<file path="src/fetch_params.svh">
`ifndef FETCH_PARAMS_SVH
`define FETCH_PARAMS_SVH

// Width of one instruction word in bits.
`define FETCH_WORD_W 32

// Program memory is addressed by word.
`define FETCH_ADDR_W 11

// Number of words held by the program memory.
`define FETCH_MEM_DEPTH 2048

// AND R1,R1,R1 is used as the NOP when a branch flushes the fetched word.
`define FETCH_NOP 32'h0021_0824

`endif

</file>
<file path="src/fetch_pkg.sv">
package fetch_pkg;

   // Instruction classes as seen by the next pipeline stage.
   typedef enum logic [2:0] {
      R_TYPE  = 3'd0,  // Primary opcode 0.
      I_ALU   = 3'd1,  // Immediate arithmetic and logic.
      LOAD    = 3'd2,
      STORE   = 3'd3,
      BRANCH  = 3'd4,  // BEQ and BNE.
      JUMP    = 3'd5,  // J and JAL.
      UNKNOWN = 3'd6
   } opcode_class_e;

   // The loader waits in IDLE, gathers four bytes in COLLECT, then spends one
   // cycle in WRITE while the word goes into program memory.
   typedef enum logic [1:0] {
      IDLE    = 2'd0,
      COLLECT = 2'd1,
      WRITE   = 2'd2
   } loader_state_e;

endpackage

</file>
<file path="src/program_loader.sv">
`timescale 1ns/10ps
`include "fetch_params.svh"

module program_loader (
   input  logic                       i_clock,
   input  logic                       i_soft_reset,
   input  logic                       i_load_mode,
   input  logic [7:0]                 i_load_byte,
   input  logic                       i_load_strobe,
   output logic                       o_write_strobe,
   output logic [`FETCH_ADDR_W-1:0]   o_write_address,
   output logic [`FETCH_WORD_W-1:0]   o_write_data,
   output logic                       o_load_done
);
   import fetch_pkg::*;

   loader_state_e             state;
   logic [1:0]                byte_count;  // Bytes already held in the word register.
   logic [`FETCH_WORD_W-1:0]  word_reg;

   // Bytes arrive most significant first, so each new byte shifts in at the bottom.
   always_ff @(posedge i_clock) begin
      if (i_load_mode && i_load_strobe) begin
         word_reg <= {word_reg[`FETCH_WORD_W-9:0], i_load_byte};
      end
   end

   always_ff @(posedge i_clock) begin
      if (!i_soft_reset) begin
         state           <= IDLE;
         byte_count      <= 2'd0;
         o_write_address <= '0;
      end else if (!i_load_mode) begin
         state      <= IDLE;   // Address is kept so loading can resume later.
         byte_count <= 2'd0;
      end else begin
         case (state)
            IDLE: begin
               if (i_load_strobe) begin
                  state      <= COLLECT;
                  byte_count <= 2'd1;
               end
            end
            COLLECT: begin
               if (i_load_strobe) begin
                  byte_count <= byte_count + 2'd1;
                  if (byte_count == 2'd3) begin
                     state <= WRITE;   // Fourth byte completes the word.
                  end
               end
            end
            WRITE: begin
               o_write_address <= o_write_address + 1'b1;
               // A byte may already follow in the write cycle.
               state      <= i_load_strobe ? COLLECT : IDLE;
               byte_count <= i_load_strobe ? 2'd1 : 2'd0;
            end
            default: state <= IDLE;
         endcase
      end
   end

   // The strobe is dropped if load mode ends in the write cycle, since the
   // memory address then belongs to the fetch stage.
   assign o_write_strobe = (state == WRITE) && i_load_mode;
   assign o_load_done    = o_write_strobe;
   assign o_write_data   = word_reg;

endmodule

</file>
<file path="config.mk">
export PLATFORM = sky130hd
export DESIGN_NAME = program_loader
export DESIGN_NICKNAME = d
export VERILOG_FILES = /design/src/fetch_pkg.sv /design/src/program_loader.sv
export VERILOG_INCLUDE_DIRS = /design/src
export SDC_FILE = /design/constraint.sdc
export NUM_CORES = 1
export LEC_CHECK = 0
export ABC_AREA = 1
export ABC_CLOCK_PERIOD_IN_PS = 1700
export BUFFER_PORTS_ARGS = -buffer_cell sky130_fd_sc_hd__clkbuf_2
export CAP_MARGIN = 20
export CORE_MARGIN = 2
export CORE_UTILIZATION = 45
export CTS_BUF_LIST = sky130_fd_sc_hd__clkbuf_4 sky130_fd_sc_hd__clkbuf_8 sky130_fd_sc_hd__clkbuf_16
export CTS_CLUSTER_DIAMETER = 60
export DETAILED_ROUTE_END_ITERATION = 12
export PLACE_DENSITY = 0.72
export SLEW_MARGIN = 20
export SYNTH_ARGS = -nofsm -noshare
export SYNTH_HDL_FRONTEND = slang
export SYNTH_SLANG_ARGS = --single-unit
export TNS_END_PERCENT = 20
</file>
<file path="constraint.sdc">
create_clock -name i_clock -period 1.7 [get_ports i_clock]
set_clock_uncertainty 0.15 [all_clocks]
set_input_delay 0.17 -clock i_clock [delete_from_list [all_inputs] [get_ports i_clock]]
set_output_delay 0.17 -clock i_clock [all_outputs]
set_load 0.01 [all_outputs]
</file>
Yosys cells after proc, flatten, opt, wreduce, memory -nomap -nowiden:

Cells that the tools add are included.

* input port bits: 12
* output and inout port bits: 45
* register bits: 47
* word-level logic and storage cells: 27

* equal/unequal tests: 6
* reduce and logical (&&, ||, !) cells: 8
* muxes and demuxes: 7
* $add $sub $neg: 2

Operators by type and width (number)
* $pmux W2 S3: 2
* $add A11 B1 Y11 const B: 1
* $mux W2: 4
* $ne A2 B2 Y1 const B: 3
* $reduce_and A3 Y1: 2
* $eq A2 B2 Y1 const B: 2
* $reduce_and A2 Y1: 2
* $reduce_bool A3 Y1: 1
* $add A2 B1 Y2 const B: 1
* $eq A2 B1 Y1 const B: 1
* $logic_and A1 B1 Y1: 2
* $logic_not A2 Y1: 1
* $mux W1: 1

Longest topological paths before layout:

Gate-level depths: netlist (run 1).

* word-level depth: 4
* gate-level depth with buffers: 9
* depth with buffers taken out: 9

Worst setup path after synthesis (run 1):

Ideal clock, no wire load.

* kind: register -> register
* from: register state[0]
* to: register o_write_address[2]
* setup time: 0.120 ns
* arrival time: 1.154 ns
* clock period less this slack: 1.424 ns
* path slack: 0.276 ns
* data required time: 1.430 ns
* stages on the path, launching flop included: 7
* path buffers: 0
* path through: dfxtp_1 > inv_1 > ha_1 > nand2_2 > inv_1 > a21o_1 > nor3b_1

* word-level cells in the longest chain between the ends: 2

RTL lines
* from (decl): line program_loader.sv:17 `loader_state_e state;`
* from (signal assigned): line program_loader.sv:55 `state <= i_load_strobe ? COLLECT : IDLE;`
* $eq A2 B2 Y1: line program_loader.sv:37 `case (state)`
* $reduce_and A2 Y1 (no source line)
* to (signal assigned): line program_loader.sv:53 `o_write_address <= o_write_address + 1'b1;`
* to (decl): line program_loader.sv:11 `` output logic [`FETCH_ADDR_W-1:0] o_write_address, ``

Every way passes these cells.
A chain may end at the register's enable or synchronous reset.

Worst setup path in the final report (run 1):

* from: register state[0]
* to: output o_load_done

* word-level cells in the longest chain between the ends: 2

RTL lines
* $eq A2 B2 Y1: line program_loader.sv:65 `assign o_write_strobe = (state == WRITE) && i_load_mode;`
* $logic_and A1 B1 Y1: line program_loader.sv:65
* to (decl): line program_loader.sv:13 `output logic o_load_done`

Every way passes these cells.

==> results of run 1 <==
==> what timing repair did <==
action                                  CTS  global route
endpoints found under the setup margin    2             2
hold buffers                              8             0
setup buffers                             0             0
resized for setup                         1             3
hold endpoints to repair                  8             0
pin swaps                                 0             0
==> tightest hold or removal path, stage by stage <==
cell and delay (ps):
sky130_fd_sc_hd__clkbuf_2 120, sky130_fd_sc_hd__nand2_1 110, sky130_fd_sc_hd__nor2_1 60
==> per-layer routing <==
| layer | wire length, µm | vias to the layer above | share of wire |
|---|---|---|---|
| li1 | - | 646 | - |
| met1 | 1400 | 560 | 0.44 |
| met2 | 1560 | 27 | 0.49 |
| met3 | 143 | 8 | 0.045 |
| met4 | 92 | 0 | 0.029 |
| met5 | 0 | - | 0 |
==> area by class of cell <==
cell class | count | area [µm²] | area share
clock inverters | 3 | 46.3 | 0.0196
well taps | 50 | 62.6 | 0.0265
flip-flops and latches | 47 | 1260 | 0.536
clock buffers | 5 | 68.8 | 0.0292
inverters | 19 | 71.3 | 0.0302
multi-input cells | 85 | 467 | 0.198
repair buffers | 65 | 380 | 0.161
==> worst max-delay path by stage <==
stage / from / end / slack (ps)
2_1_floorplan: state[0] / o_write_address[2] / 280
3_5_place_dp: state[1] / state[0] / 170
6_report: state[0] / o_load_done / 100
5_1_grt: state[0] / o_load_done / 10
4_1_cts: state[1] / o_write_strobe / 10
3_3_place_gp: state[1] / state[0] / 180
==> registers in the layout, summed over array words and instances, names as in the netlist <==
| register | flops |
|---|---|
| byte_count | 2 |
| o_write_address | 11 |
| state | 2 |
| o_write_data | 32 |
==> cells in the final DEF (no fill, tap or decap) <==
cell type,n
sky130_fd_sc_hd__clkbuf_2,56
sky130_fd_sc_hd__edfxtp_1,32
sky130_fd_sc_hd__nand2_1,27
sky130_fd_sc_hd__inv_1,18
sky130_fd_sc_hd__nor2_1,17
sky130_fd_sc_hd__dfxtp_1,13
sky130_fd_sc_hd__dlygate4sd3_1,8
sky130_fd_sc_hd__o21ai_0,6
sky130_fd_sc_hd__nand3_1,6
sky130_fd_sc_hd__ha_1,6
sky130_fd_sc_hd__a21oi_1,5
sky130_fd_sc_hd__clkbuf_8,5
sky130_fd_sc_hd__nand2_2,2
sky130_fd_sc_hd__o21bai_1,2
sky130_fd_sc_hd__nor2_4,2
sky130_fd_sc_hd__nand3b_1,2
sky130_fd_sc_hd__dfxtp_2,2
sky130_fd_sc_hd__inv_2,1
sky130_fd_sc_hd__nor3_1,1
sky130_fd_sc_hd__or2_1,1
sky130_fd_sc_hd__o211ai_1,1
sky130_fd_sc_hd__nand4_1,1
sky130_fd_sc_hd__a31oi_1,1
sky130_fd_sc_hd__nor2_2,1
sky130_fd_sc_hd__xnor2_1,1
sky130_fd_sc_hd__a21o_1,1
sky130_fd_sc_hd__nor3b_1,1
sky130_fd_sc_hd__ha_2,1
sky130_fd_sc_hd__inv_6,1
sky130_fd_sc_hd__clkinvlp_4,1
sky130_fd_sc_hd__bufinv_16,1
sky130_fd_sc_hd__buf_12,1
==> logic make-up (layout without fill, tap and decap cells) <==
kind of cell | Yosys count | in the layout | synth area share
simple gates | 61 | 61 | 0.153
compound gates | 16 | 16 | 0.0505
flops | 47 | 47 | 0.697
buf+inv | 21 | 92 | 0.0463
fa+ha+maj | 7 | 7 | 0.0484
xor+xnor | 1 | 1 | 0.00484
==> power breakdown <==
group / total, mW / switching, mW / internal (mW)
combinational: 0.137 / 0.0766 / 0.0603
clock: 0.816 / 0.373 / 0.443
sequential: 1.28 / 0.0174 / 1.26
total: 2.23 / 0.467 / 1.76
==> through the flow <==
step / std cells / utilization
after floorplan: 153 / -
after global placement: 258 / 0.548
after detailed placement: 258 / 0.548
after CTS: 274 / 0.598
after global routing: 274 / 0.599
final: 274 / 0.599
==> run_summary.xml, run 1 <==
<?xml version="1.0" encoding="UTF-8"?>
<metrics>
  <group name="status">
    <metric name="outcome" unit="">finished clean</metric>
  </group>
  <group name="worst_setup_path">
    <metric name="rr_startpoint" unit="">state[1]</metric>
    <metric name="largest_delay_share_family_worst_path" unit="">flip-flops</metric>
    <metric name="crit_buf_inv" unit="">3</metric>
    <metric name="worst-setup-path-type" unit="">flop to output port</metric>
    <metric name="cp-end-kind" unit="">output port</metric>
    <metric name="reg2reg_setup_slack" unit="ps">200</metric>
    <metric name="critical_path.reg2reg.endpoint" unit="">state[0]</metric>
    <metric name="cp.depth" unit="">5</metric>
    <metric name="critical_path_arrival" unit="ps">1280</metric>
    <metric name="critical_path_required" unit="ps">1380</metric>
    <metric name="worst_path_max_delay_cell" unit="">sky130_fd_sc_hd__dfxtp_2</metric>
    <metric name="crit_path_cell_trace" unit="">inv_1, ha_2, nand2_2, inv_2, clkbuf_2</metric>
    <metric name="crit_path_start_kind" unit="">flop</metric>
    <metric name="rr_worst_depth" unit="">8</metric>
    <metric name="critical_path.max_fanout" unit="">5</metric>
    <metric name="slowest_stage_delay_cp" unit="ps">350</metric>
  </group>
  <group name="min_path">
    <metric name="timing.hold.worst_endpoint" unit="">state[0]</metric>
    <metric name="launch_point_of_the_worst_hold_path" unit="">i_load_mode</metric>
    <metric name="timing.hold.worst.class" unit="">primary input to flop</metric>
    <metric name="worstHoldPathCells" unit="">3</metric>
  </group>
  <group name="placement">
    <metric name="dpl.hpwl" unit="mm">2.36</metric>
    <metric name="port_buffers" unit="">56</metric>
    <metric name="placed_cell_area" unit="µm²">2160</metric>
    <metric name="place.gp.congestion" unit="">0.811</metric>
    <metric name="preCtsSetupSlack" unit="ps">172</metric>
  </group>
  <group name="synth">
    <metric name="synth.avg_cell_area" unit="µm²">11.8</metric>
    <metric name="synth_most_common_cell" unit="">sky130_fd_sc_hd__edfxtp_1</metric>
    <metric name="synth_flop_cell" unit="">sky130_fd_sc_hd__edfxtp_1</metric>
    <metric name="netlist_top_cells_count" unit="">sky130_fd_sc_hd__edfxtp_1, sky130_fd_sc_hd__nand2_1, sky130_fd_sc_hd__inv_1</metric>
    <metric name="sequential_to_total_area_share_from_yosys_stat" unit="">0.697</metric>
    <metric name="synth_cell_types" unit="">24</metric>
    <metric name="postSynthNetCount" unit="">172</metric>
    <metric name="synthArstFlopShare" unit="">0</metric>
    <metric name="synth_warnings" unit="">0</metric>
    <metric name="edff_count_synth" unit="">32</metric>
    <metric name="post_synth_instance_area" unit="µm²">1810</metric>
    <metric name="yosys_register_bits" unit="">47</metric>
    <metric name="synth.area.top_cells" unit="">sky130_fd_sc_hd__edfxtp_1, sky130_fd_sc_hd__dfxtp_1, sky130_fd_sc_hd__nand2_1</metric>
    <metric name="netlist_instances" unit="">153</metric>
    <metric name="yosysTopAreaCellShare" unit="">0.531</metric>
    <metric name="synth_top_cell_by_area" unit="">sky130_fd_sc_hd__edfxtp_1</metric>
  </group>
  <group name="clock_tree">
    <metric name="htree_levels" unit="">2</metric>
    <metric name="cts_buffers" unit="">5</metric>
    <metric name="insertion_delay" unit="ps">290</metric>
    <metric name="clockBufferDepth" unit="">2</metric>
    <metric name="cts_tree" unit="">built</metric>
    <metric name="clk_pin_slew" unit="ps">90</metric>
    <metric name="ctsRootBufferMaster" unit="">sky130_fd_sc_hd__clkbuf_8</metric>
    <metric name="clock-sinks" unit="">47</metric>
  </group>
  <group name="grt">
    <metric name="number_of_global_route_vias_before_repair" unit="">1080</metric>
    <metric name="global_route_wire_length_before_repair" unit="mm">4.80</metric>
    <metric name="globalRouteOverflowTotal" unit="">0</metric>
    <metric name="grt.met2_usage" unit="">0.231</metric>
    <metric name="global_route.usage.met1" unit="">0.179</metric>
    <metric name="grt_start_max_net_pins" unit="">33</metric>
    <metric name="gr-usage-met3" unit="">0.0550</metric>
    <metric name="grt.total_usage" unit="">0.147</metric>
    <metric name="global_route.peak_usage_layer" unit="">met2</metric>
    <metric name="antenna_found_initial" unit="">0</metric>
  </group>
  <group name="drt">
    <metric name="via_count" unit="">1241</metric>
    <metric name="detail_route.drc_violations" unit="">0</metric>
    <metric name="detail_route.iter0.violations" unit="">47</metric>
    <metric name="first_pass_iters" unit="">4</metric>
    <metric name="avgRoutedWirePerCell" unit="µm">11.7</metric>
    <metric name="number_of_nets_with_antenna_violations_after_routing" unit="">0</metric>
    <metric name="drt-total-wl" unit="mm">3.20</metric>
    <metric name="detail_route.vias_per_cell" unit="">4.53</metric>
  </group>
  <group name="power">
    <metric name="ir_worst_vdd" unit="µV">716</metric>
    <metric name="power.static_leakage" unit="nW">1.02</metric>
    <metric name="power_density" unit="nW/µm²">945</metric>
    <metric name="totalPowerFinal" unit="mW">2.23</metric>
  </group>
  <group name="timing">
    <metric name="fin_ws" unit="ps">104</metric>
    <metric name="tightest_slew" unit="ps">394</metric>
    <metric name="timing.hold.ws" unit="ps">43.2</metric>
    <metric name="final.period_utilization" unit="">0.939</metric>
    <metric name="setup_viol" unit="">0</metric>
    <metric name="max_freq" unit="MHz">627</metric>
    <metric name="totalNegativeSetupSlack" unit="ps">0</metric>
    <metric name="post-route-min-period" unit="ps">1600</metric>
    <metric name="max_slew_headroom_at_the_worst_pin" unit="">0.735</metric>
    <metric name="final-max-slew-violation-count" unit="">0</metric>
    <metric name="rsz0062_at_grt" unit="">no</metric>
    <metric name="hold_viol" unit="">0</metric>
  </group>
  <group name="floorplanning">
    <metric name="die_area" unit="µm²">4540</metric>
    <metric name="fp-row-count" unit="">23</metric>
    <metric name="initial_core_utilization" unit="">0.459</metric>
    <metric name="floorplan.core_area" unit="µm²">3940</metric>
    <metric name="dieHeight" unit="µm">67.4</metric>
    <metric name="io_pins" unit="">57</metric>
    <metric name="die-width" unit="µm">67.4</metric>
  </group>
  <group name="layout">
    <metric name="filler_instances" unit="">326</metric>
    <metric name="final_net_count" unit="">242</metric>
    <metric name="share_of_layout_cells_above_drive_strength_1" unit="">0.330</metric>
    <metric name="areaGrowthSynthToFinish" unit="%">30.4</metric>
    <metric name="layout.cell_area.non_filler" unit="µm²">2360</metric>
    <metric name="diodes" unit="">0</metric>
  </group>
  <group name="run">
    <metric name="max_cap_violations" unit="">0</metric>
  </group>
</metrics>
No activity file was read; power rests on OpenSTA's default activity.
==> run 2, diff against run 1 <==
--- a/config.mk
+++ b/config.mk
@@ -10,12 +10,13 @@
 export ABC_CLOCK_PERIOD_IN_PS = 1700
 export BUFFER_PORTS_ARGS = -buffer_cell sky130_fd_sc_hd__clkbuf_2
 export CAP_MARGIN = 20
-export CORE_MARGIN = 2
+export CORE_MARGIN = 4
 export CORE_UTILIZATION = 45
 export CTS_BUF_LIST = sky130_fd_sc_hd__clkbuf_4 sky130_fd_sc_hd__clkbuf_8 sky130_fd_sc_hd__clkbuf_16
 export CTS_CLUSTER_DIAMETER = 60
 export DETAILED_ROUTE_END_ITERATION = 12
 export PLACE_DENSITY = 0.72
+export RECOVER_POWER = 50
 export SLEW_MARGIN = 20
 export SYNTH_ARGS = -nofsm -noshare
 export SYNTH_HDL_FRONTEND = slang
==> run_summary.xml, run 2 (synthesis gave the netlist of run 1 again) <==
<?xml version="1.0" encoding="UTF-8"?>
<metrics>
  <group name="layout">
    <metric name="post_route_non_filler_standard_cell_count" unit="">272</metric>
    <metric name="final_net_count" unit="">242</metric>
    <metric name="most_common_cell_after_layout_fill_and_taps_aside" unit="">sky130_fd_sc_hd__clkbuf_2</metric>
    <metric name="share_of_layout_cells_above_drive_strength_1" unit="">0.326</metric>
    <metric name="areaGrowthSynthToFinish" unit="%">29.3</metric>
    <metric name="diodes" unit="">0</metric>
    <metric name="final_cell_mix" unit="">sky130_fd_sc_hd__clkbuf_2, sky130_fd_sc_hd__edfxtp_1, sky130_fd_sc_hd__nand2_1</metric>
    <metric name="largest_register_ffs" unit="">32</metric>
  </group>
  <group name="drt">
    <metric name="first_pass_iters" unit="">4</metric>
    <metric name="detail_route.iter0.violations" unit="">100</metric>
    <metric name="detail_route.vias_per_cell" unit="">4.59</metric>
    <metric name="drt-total-wl" unit="mm">3.36</metric>
    <metric name="avgRoutedWirePerCell" unit="µm">12.3</metric>
    <metric name="detail_route.drc_violations" unit="">0</metric>
    <metric name="via_count" unit="">1249</metric>
    <metric name="number_of_nets_with_antenna_violations_after_routing" unit="">0</metric>
  </group>
  <group name="floorplanning">
    <metric name="floorplan.core_area" unit="µm²">3770</metric>
    <metric name="fp-row-count" unit="">22</metric>
    <metric name="die_area" unit="µm²">5100</metric>
    <metric name="die-width" unit="µm">71.4</metric>
    <metric name="initial_core_utilization" unit="">0.480</metric>
    <metric name="dieHeight" unit="µm">71.4</metric>
    <metric name="io_pins" unit="">57</metric>
  </group>
  <group name="worst_setup_path">
    <metric name="critical_path.reg2reg.endpoint" unit="">state[0]</metric>
    <metric name="critical_path_required" unit="ps">1380</metric>
    <metric name="rr_startpoint" unit="">state[1]</metric>
    <metric name="crit_path_start_kind" unit="">flop</metric>
    <metric name="cp-end-kind" unit="">output port</metric>
    <metric name="critical_path_arrival" unit="ps">1260</metric>
    <metric name="reg2reg_setup_slack" unit="ps">180</metric>
    <metric name="worst-setup-path-type" unit="">flop to output port</metric>
    <metric name="rr_worst_depth" unit="">6</metric>
    <metric name="critical_path.max_fanout" unit="">5</metric>
  </group>
  <group name="grt">
    <metric name="number_of_global_route_vias_before_repair" unit="">1280</metric>
    <metric name="globalRouteOverflowTotal" unit="">0</metric>
    <metric name="grt_start_max_net_pins" unit="">33</metric>
    <metric name="grt.total_usage" unit="">0.141</metric>
    <metric name="antenna_found_initial" unit="">0</metric>
    <metric name="global_route_wire_length_before_repair" unit="mm">5.66</metric>
  </group>
  <group name="timing">
    <metric name="final-max-slew-violation-count" unit="">0</metric>
    <metric name="max_freq" unit="MHz">632</metric>
    <metric name="totalNegativeSetupSlack" unit="ps">0</metric>
    <metric name="tightest_slew" unit="ps">755</metric>
    <metric name="hold_viol" unit="">0</metric>
    <metric name="max_slew_headroom_at_the_worst_pin" unit="">0.497</metric>
    <metric name="setup_viol" unit="">0</metric>
    <metric name="rsz0062_at_grt" unit="">no</metric>
    <metric name="post-route-min-period" unit="ps">1580</metric>
    <metric name="final.period_utilization" unit="">0.930</metric>
  </group>
  <group name="clock_tree">
    <metric name="clk_pin_slew" unit="ps">80</metric>
    <metric name="clockBufferDepth" unit="">2</metric>
    <metric name="insertion_delay" unit="ps">300</metric>
    <metric name="clock-sinks" unit="">47</metric>
    <metric name="cts_tree" unit="">built</metric>
    <metric name="ctsRootBufferMaster" unit="">sky130_fd_sc_hd__clkbuf_8</metric>
    <metric name="cts_buffers" unit="">5</metric>
    <metric name="htree_levels" unit="">2</metric>
  </group>
  <group name="run">
    <metric name="max_cap_violations" unit="">0</metric>
  </group>
  <group name="placement">
    <metric name="dpl.cell_count" unit="">256</metric>
    <metric name="port_buffers" unit="">56</metric>
    <metric name="dpl.hpwl" unit="mm">2.50</metric>
    <metric name="place.gp.congestion" unit="">0.824</metric>
  </group>
  <group name="power">
    <metric name="ir_worst_vdd" unit="µV">682</metric>
    <metric name="power_density" unit="nW/µm²">947</metric>
    <metric name="power.static_leakage" unit="nW">1.02</metric>
  </group>
  <group name="min_path">
    <metric name="worstHoldPathCells" unit="">3</metric>
    <metric name="timing.hold.worst_endpoint" unit="">o_write_address[9]</metric>
    <metric name="timing.hold.worst.class" unit="">primary input to flop</metric>
    <metric name="launch_point_of_the_worst_hold_path" unit="">i_soft_reset</metric>
  </group>
  <group name="status">
    <metric name="outcome" unit="">finished clean</metric>
  </group>
</metrics>
==> run 2: cell count changes in the layout (fill, tap and decap cells not counted), sizes merged <==
cell / previous run / this run
buf: 1 / 0
inv: 20 / 19
clkbuf: 61 / 63
==> run 2: power breakdown <==
part | switching [mW] | internal [mW]
Combinational | 0.0761 | 0.0559
Sequential | 0.0170 | 1.26
Clock | 0.354 | 0.454
Total | 0.447 | 1.77
==> run 2: stage by stage <==
step | utilization | total power [mW] | hold WS, ps | setup slack (ps) | cell area (µm²)
after floorplan | - | 1.36 | 119 | 276 | 1810
after global placement | 0.572 | 1.42 | 197 | 202 | 2160
after detailed placement | 0.572 | 1.43 | 199 | 178 | 2160
after CTS | 0.624 | 2.25 | 34.3 | 30.4 | 2350
after global routing | 0.620 | 2.31 | 91.8 | 16.3 | 2340
final | 0.620 | 2.22 | 62.1 | 119 | 2340
==> run 2: final cells by class <==
type                    count  area, µm²
clock inverters             2       37.5
multi-input cells          85        467
well taps                  48       60.1
clock buffers               6       76.3
repair buffers             65        364
fillers                   309       1430
flip-flops and latches     47       1260
inverters                  19       71.3
==> run 2: worst max-delay path: stages (launching register included) <==
cell and delay, ps:
sky130_fd_sc_hd__dfxtp_2 350, sky130_fd_sc_hd__inv_1 100, sky130_fd_sc_hd__ha_2 210, sky130_fd_sc_hd__nand2_2 80, sky130_fd_sc_hd__inv_2 100, sky130_fd_sc_hd__clkbuf_2 130
==> run 2: routing by layer <==
layer  share of wire  routed length, µm  global-route usage  vias up
met2            0.53               1780               0.248       25
met4           0.014                 48              0.0710        0
li1                -                  -                   -      648
met3           0.053                177              0.0519        7
met1            0.40               1350               0.148      569
met5               0                  0                   0        -
==> run 2: worst max path at each step <==
stage | from | endpoint | slack (ps) | depth (start not counted)
after floorplan | state[0] | o_write_address[2] | 280 | 6
after global placement | state[1] | state[0] | 200 | 6
after detailed placement | state[1] | state[0] | 180 | 6
after CTS | state[1] | o_write_strobe | 30 | 4
after global routing | state[0] | o_load_done | 20 | 5
final | state[0] | o_load_done | 120 | 5
==> run 2: what timing repair did <==
action / 4_1_cts / 5_1_grt
endpoints found under the setup margin: 2 / 3
buffers inserted: 0 / 0
endpoints found under the hold margin: 8 / 0
hold buffers: 8 / 0
gates resized for setup: 1 / 3
==> run 3, diff against run 2 <==
--- a/config.mk
+++ b/config.mk
@@ -11,11 +11,10 @@
 export BUFFER_PORTS_ARGS = -buffer_cell sky130_fd_sc_hd__clkbuf_2
 export CAP_MARGIN = 20
 export CORE_MARGIN = 4
-export CORE_UTILIZATION = 45
+export CORE_UTILIZATION = 34
 export CTS_BUF_LIST = sky130_fd_sc_hd__clkbuf_4 sky130_fd_sc_hd__clkbuf_8 sky130_fd_sc_hd__clkbuf_16
 export CTS_CLUSTER_DIAMETER = 60
 export DETAILED_ROUTE_END_ITERATION = 12
-export PLACE_DENSITY = 0.72
 export RECOVER_POWER = 50
 export SLEW_MARGIN = 20
 export SYNTH_ARGS = -nofsm -noshare
==> run_summary.xml, run 3 (synthesis gave the netlist of run 1 again) <==
<?xml version="1.0" encoding="UTF-8"?>
<metrics>
  <group name="floorplanning">
    <metric name="initial_core_utilization" unit="">0.352</metric>
    <metric name="fp-row-count" unit="">26</metric>
    <metric name="io_pins" unit="">57</metric>
    <metric name="die_area" unit="µm²">6550</metric>
    <metric name="die-width" unit="µm">80.9</metric>
    <metric name="floorplan.core_area" unit="µm²">5140</metric>
    <metric name="dieHeight" unit="µm">80.9</metric>
  </group>
  <group name="timing">
    <metric name="max_freq" unit="MHz">629</metric>
    <metric name="hold_viol" unit="">0</metric>
    <metric name="final.period_utilization" unit="">0.935</metric>
    <metric name="totalNegativeSetupSlack" unit="ps">0</metric>
    <metric name="rsz0062_at_grt" unit="">no</metric>
    <metric name="setup_viol" unit="">0</metric>
    <metric name="post-route-min-period" unit="ps">1590</metric>
    <metric name="timing.hold.ws" unit="ps">76.6</metric>
    <metric name="max_slew_headroom_at_the_worst_pin" unit="">0.489</metric>
    <metric name="tightest_slew" unit="ps">766</metric>
    <metric name="final-max-slew-violation-count" unit="">0</metric>
  </group>
  <group name="layout">
    <metric name="ff_latch_area" unit="µm²">1260</metric>
    <metric name="areaGrowthSynthToFinish" unit="%">30.9</metric>
    <metric name="largest_register_ffs" unit="">32</metric>
    <metric name="diodes" unit="">0</metric>
    <metric name="most_common_cell_after_layout_fill_and_taps_aside" unit="">sky130_fd_sc_hd__clkbuf_2</metric>
    <metric name="final_core_utilization" unit="">0.461</metric>
    <metric name="final_net_count" unit="">242</metric>
    <metric name="final_cell_mix" unit="">sky130_fd_sc_hd__clkbuf_2, sky130_fd_sc_hd__edfxtp_1, sky130_fd_sc_hd__nand2_1</metric>
    <metric name="share_of_layout_cells_above_drive_strength_1" unit="">0.326</metric>
    <metric name="filler_instances" unit="">500</metric>
    <metric name="area_occupied_by_multi_input_gates" unit="µm²">467</metric>
  </group>
  <group name="power">
    <metric name="comb_power_share" unit="">0.059</metric>
    <metric name="net-switching-power" unit="mW">0.457</metric>
    <metric name="seqPwrFrac" unit="">0.576</metric>
    <metric name="power.static_leakage" unit="nW">1.02</metric>
    <metric name="p_int" unit="mW">1.76</metric>
    <metric name="power.share.clock" unit="">0.365</metric>
    <metric name="totalPowerFinal" unit="mW">2.22</metric>
    <metric name="power_density" unit="nW/µm²">935</metric>
    <metric name="swShare" unit="">0.206</metric>
    <metric name="ir_worst_vdd" unit="µV">474</metric>
  </group>
  <group name="clock_tree">
    <metric name="cts_tree" unit="">built</metric>
    <metric name="clk_pin_slew" unit="ps">90</metric>
    <metric name="postCtsSetupBuffers" unit="">0</metric>
    <metric name="cts_buffers" unit="">5</metric>
    <metric name="clockBufferDepth" unit="">2</metric>
    <metric name="clock-sinks" unit="">47</metric>
    <metric name="htree_levels" unit="">2</metric>
    <metric name="insertion_delay" unit="ps">290</metric>
    <metric name="ctsRootBufferMaster" unit="">sky130_fd_sc_hd__clkbuf_8</metric>
  </group>
  <group name="placement">
    <metric name="port_buffers" unit="">56</metric>
    <metric name="place.gp.congestion" unit="">0.851</metric>
    <metric name="dpl.hpwl" unit="mm">2.37</metric>
  </group>
  <group name="grt">
    <metric name="number_of_global_route_vias_before_repair" unit="">1239</metric>
    <metric name="grt.total_usage" unit="">0.105</metric>
    <metric name="grt_start_max_net_pins" unit="">33</metric>
    <metric name="antenna_found_initial" unit="">0</metric>
    <metric name="globalRouteOverflowTotal" unit="">0</metric>
    <metric name="global_route_wire_length_before_repair" unit="mm">5.34</metric>
  </group>
  <group name="drt">
    <metric name="avgRoutedWirePerCell" unit="µm">11.0</metric>
    <metric name="first_pass_iters" unit="">4</metric>
    <metric name="detail_route.iter0.violations" unit="">31</metric>
    <metric name="number_of_nets_with_antenna_violations_after_routing" unit="">0</metric>
    <metric name="detail_route.vias_per_cell" unit="">4.31</metric>
    <metric name="via_count" unit="">1268</metric>
    <metric name="detail_route.drc_violations" unit="">0</metric>
    <metric name="drt-total-wl" unit="mm">3.24</metric>
  </group>
  <group name="run">
    <metric name="max_cap_violations" unit="">0</metric>
  </group>
  <group name="worst_setup_path">
    <metric name="worst-setup-path-type" unit="">flop to output port</metric>
    <metric name="critical_path_required" unit="ps">1380</metric>
    <metric name="critical_path.max_fanout" unit="">5</metric>
    <metric name="cp-end-kind" unit="">output port</metric>
    <metric name="crit_path_start_kind" unit="">flop</metric>
    <metric name="cp-startpoint" unit="">state[0]</metric>
    <metric name="rr_worst_depth" unit="">9</metric>
    <metric name="critical_path_arrival" unit="ps">1270</metric>
    <metric name="setup.worst_path.end" unit="">o_write_strobe</metric>
    <metric name="reg2reg_setup_slack" unit="ps">210</metric>
    <metric name="critical_path.reg2reg.endpoint" unit="">o_write_address[8]</metric>
    <metric name="rr_startpoint" unit="">state[0]</metric>
  </group>
  <group name="min_path">
    <metric name="timing.hold.worst.class" unit="">primary input to flop</metric>
    <metric name="worstHoldPathCells" unit="">3</metric>
  </group>
  <group name="status">
    <metric name="outcome" unit="">finished clean</metric>
  </group>
</metrics>
-- run 3: cell count changes in the layout (fill, tap and decap cells not counted) --
cell                       delta
sky130_fd_sc_hd__inv_6        +1
sky130_fd_sc_hd__clkbuf_4     -1
-- run 3: through the flow --
step | std cells | cell area (µm²) | setup slack, ps
4_1_cts | 294 | 2380 | 25.2
2_1_floorplan | 153 | 1810 | 276
6_report | 294 | 2370 | 110
3_3_place_gp | 278 | 2180 | 211
3_5_place_dp | 278 | 2180 | 185
5_1_grt | 294 | 2370 | 13.6
-- run 3: what timing repair did --
item / CTS / global route
endpoints found under the setup margin: 2 / 2
pin swaps: 0 / 0
hold endpoints to repair: 8 / 0
hold buffers: 8 / 0
gates cloned: 0 / 0
gates resized for setup: 1 / 3
-- run 3: cell type report --
type	count	area share
sequential	47	0.534
multi-input combinational	85	0.197
timing repair buffer	65	0.154
tap	70	0.0370
inverter	19	0.0301
clock buffer	5	0.0291
clock inverter	3	0.0195
-- run 3: worst min path at each step --
stage	from	to	slack [ps]
after floorplan	i_load_byte[0]	o_write_data[0]	120
after detailed placement	i_load_byte[3]	o_write_data[3]	200
final	i_soft_reset	o_write_address[10]	80
after global routing	i_soft_reset	o_write_address[10]	80
after CTS	i_load_mode	state[0]	40
after global placement	i_load_byte[3]	o_write_data[3]	200
-- run 3: per-layer routing --
layer | vias to the layer above | GRT usage | part of all wire
met5 | - | 0 | 0
met4 | 0 | 0.0355 | 0.012
met3 | 4 | 0.0455 | 0.096
met2 | 54 | 0.171 | 0.46
met1 | 562 | 0.126 | 0.43
li1 | 648 | - | -
-- run 3: power groups by stage --
stage / Combinational (mW) / Clock (mW) / Sequential (mW)
after floorplan: 0.0474 / 0 / 1.32
after global placement: 0.123 / 0 / 1.30
after detailed placement: 0.123 / 0 / 1.30
after CTS: 0.137 / 0.850 / 1.28
after global routing: 0.147 / 0.907 / 1.28
final: 0.131 / 0.808 / 1.28
-- run 3: worst max-delay path, stage by stage, from the launching register on --
cell and delay (ps):
sky130_fd_sc_hd__dfxtp_2 350, sky130_fd_sc_hd__inv_1 100, sky130_fd_sc_hd__ha_2 210, sky130_fd_sc_hd__nand2_2 90
sky130_fd_sc_hd__inv_2 100, sky130_fd_sc_hd__clkbuf_2 140
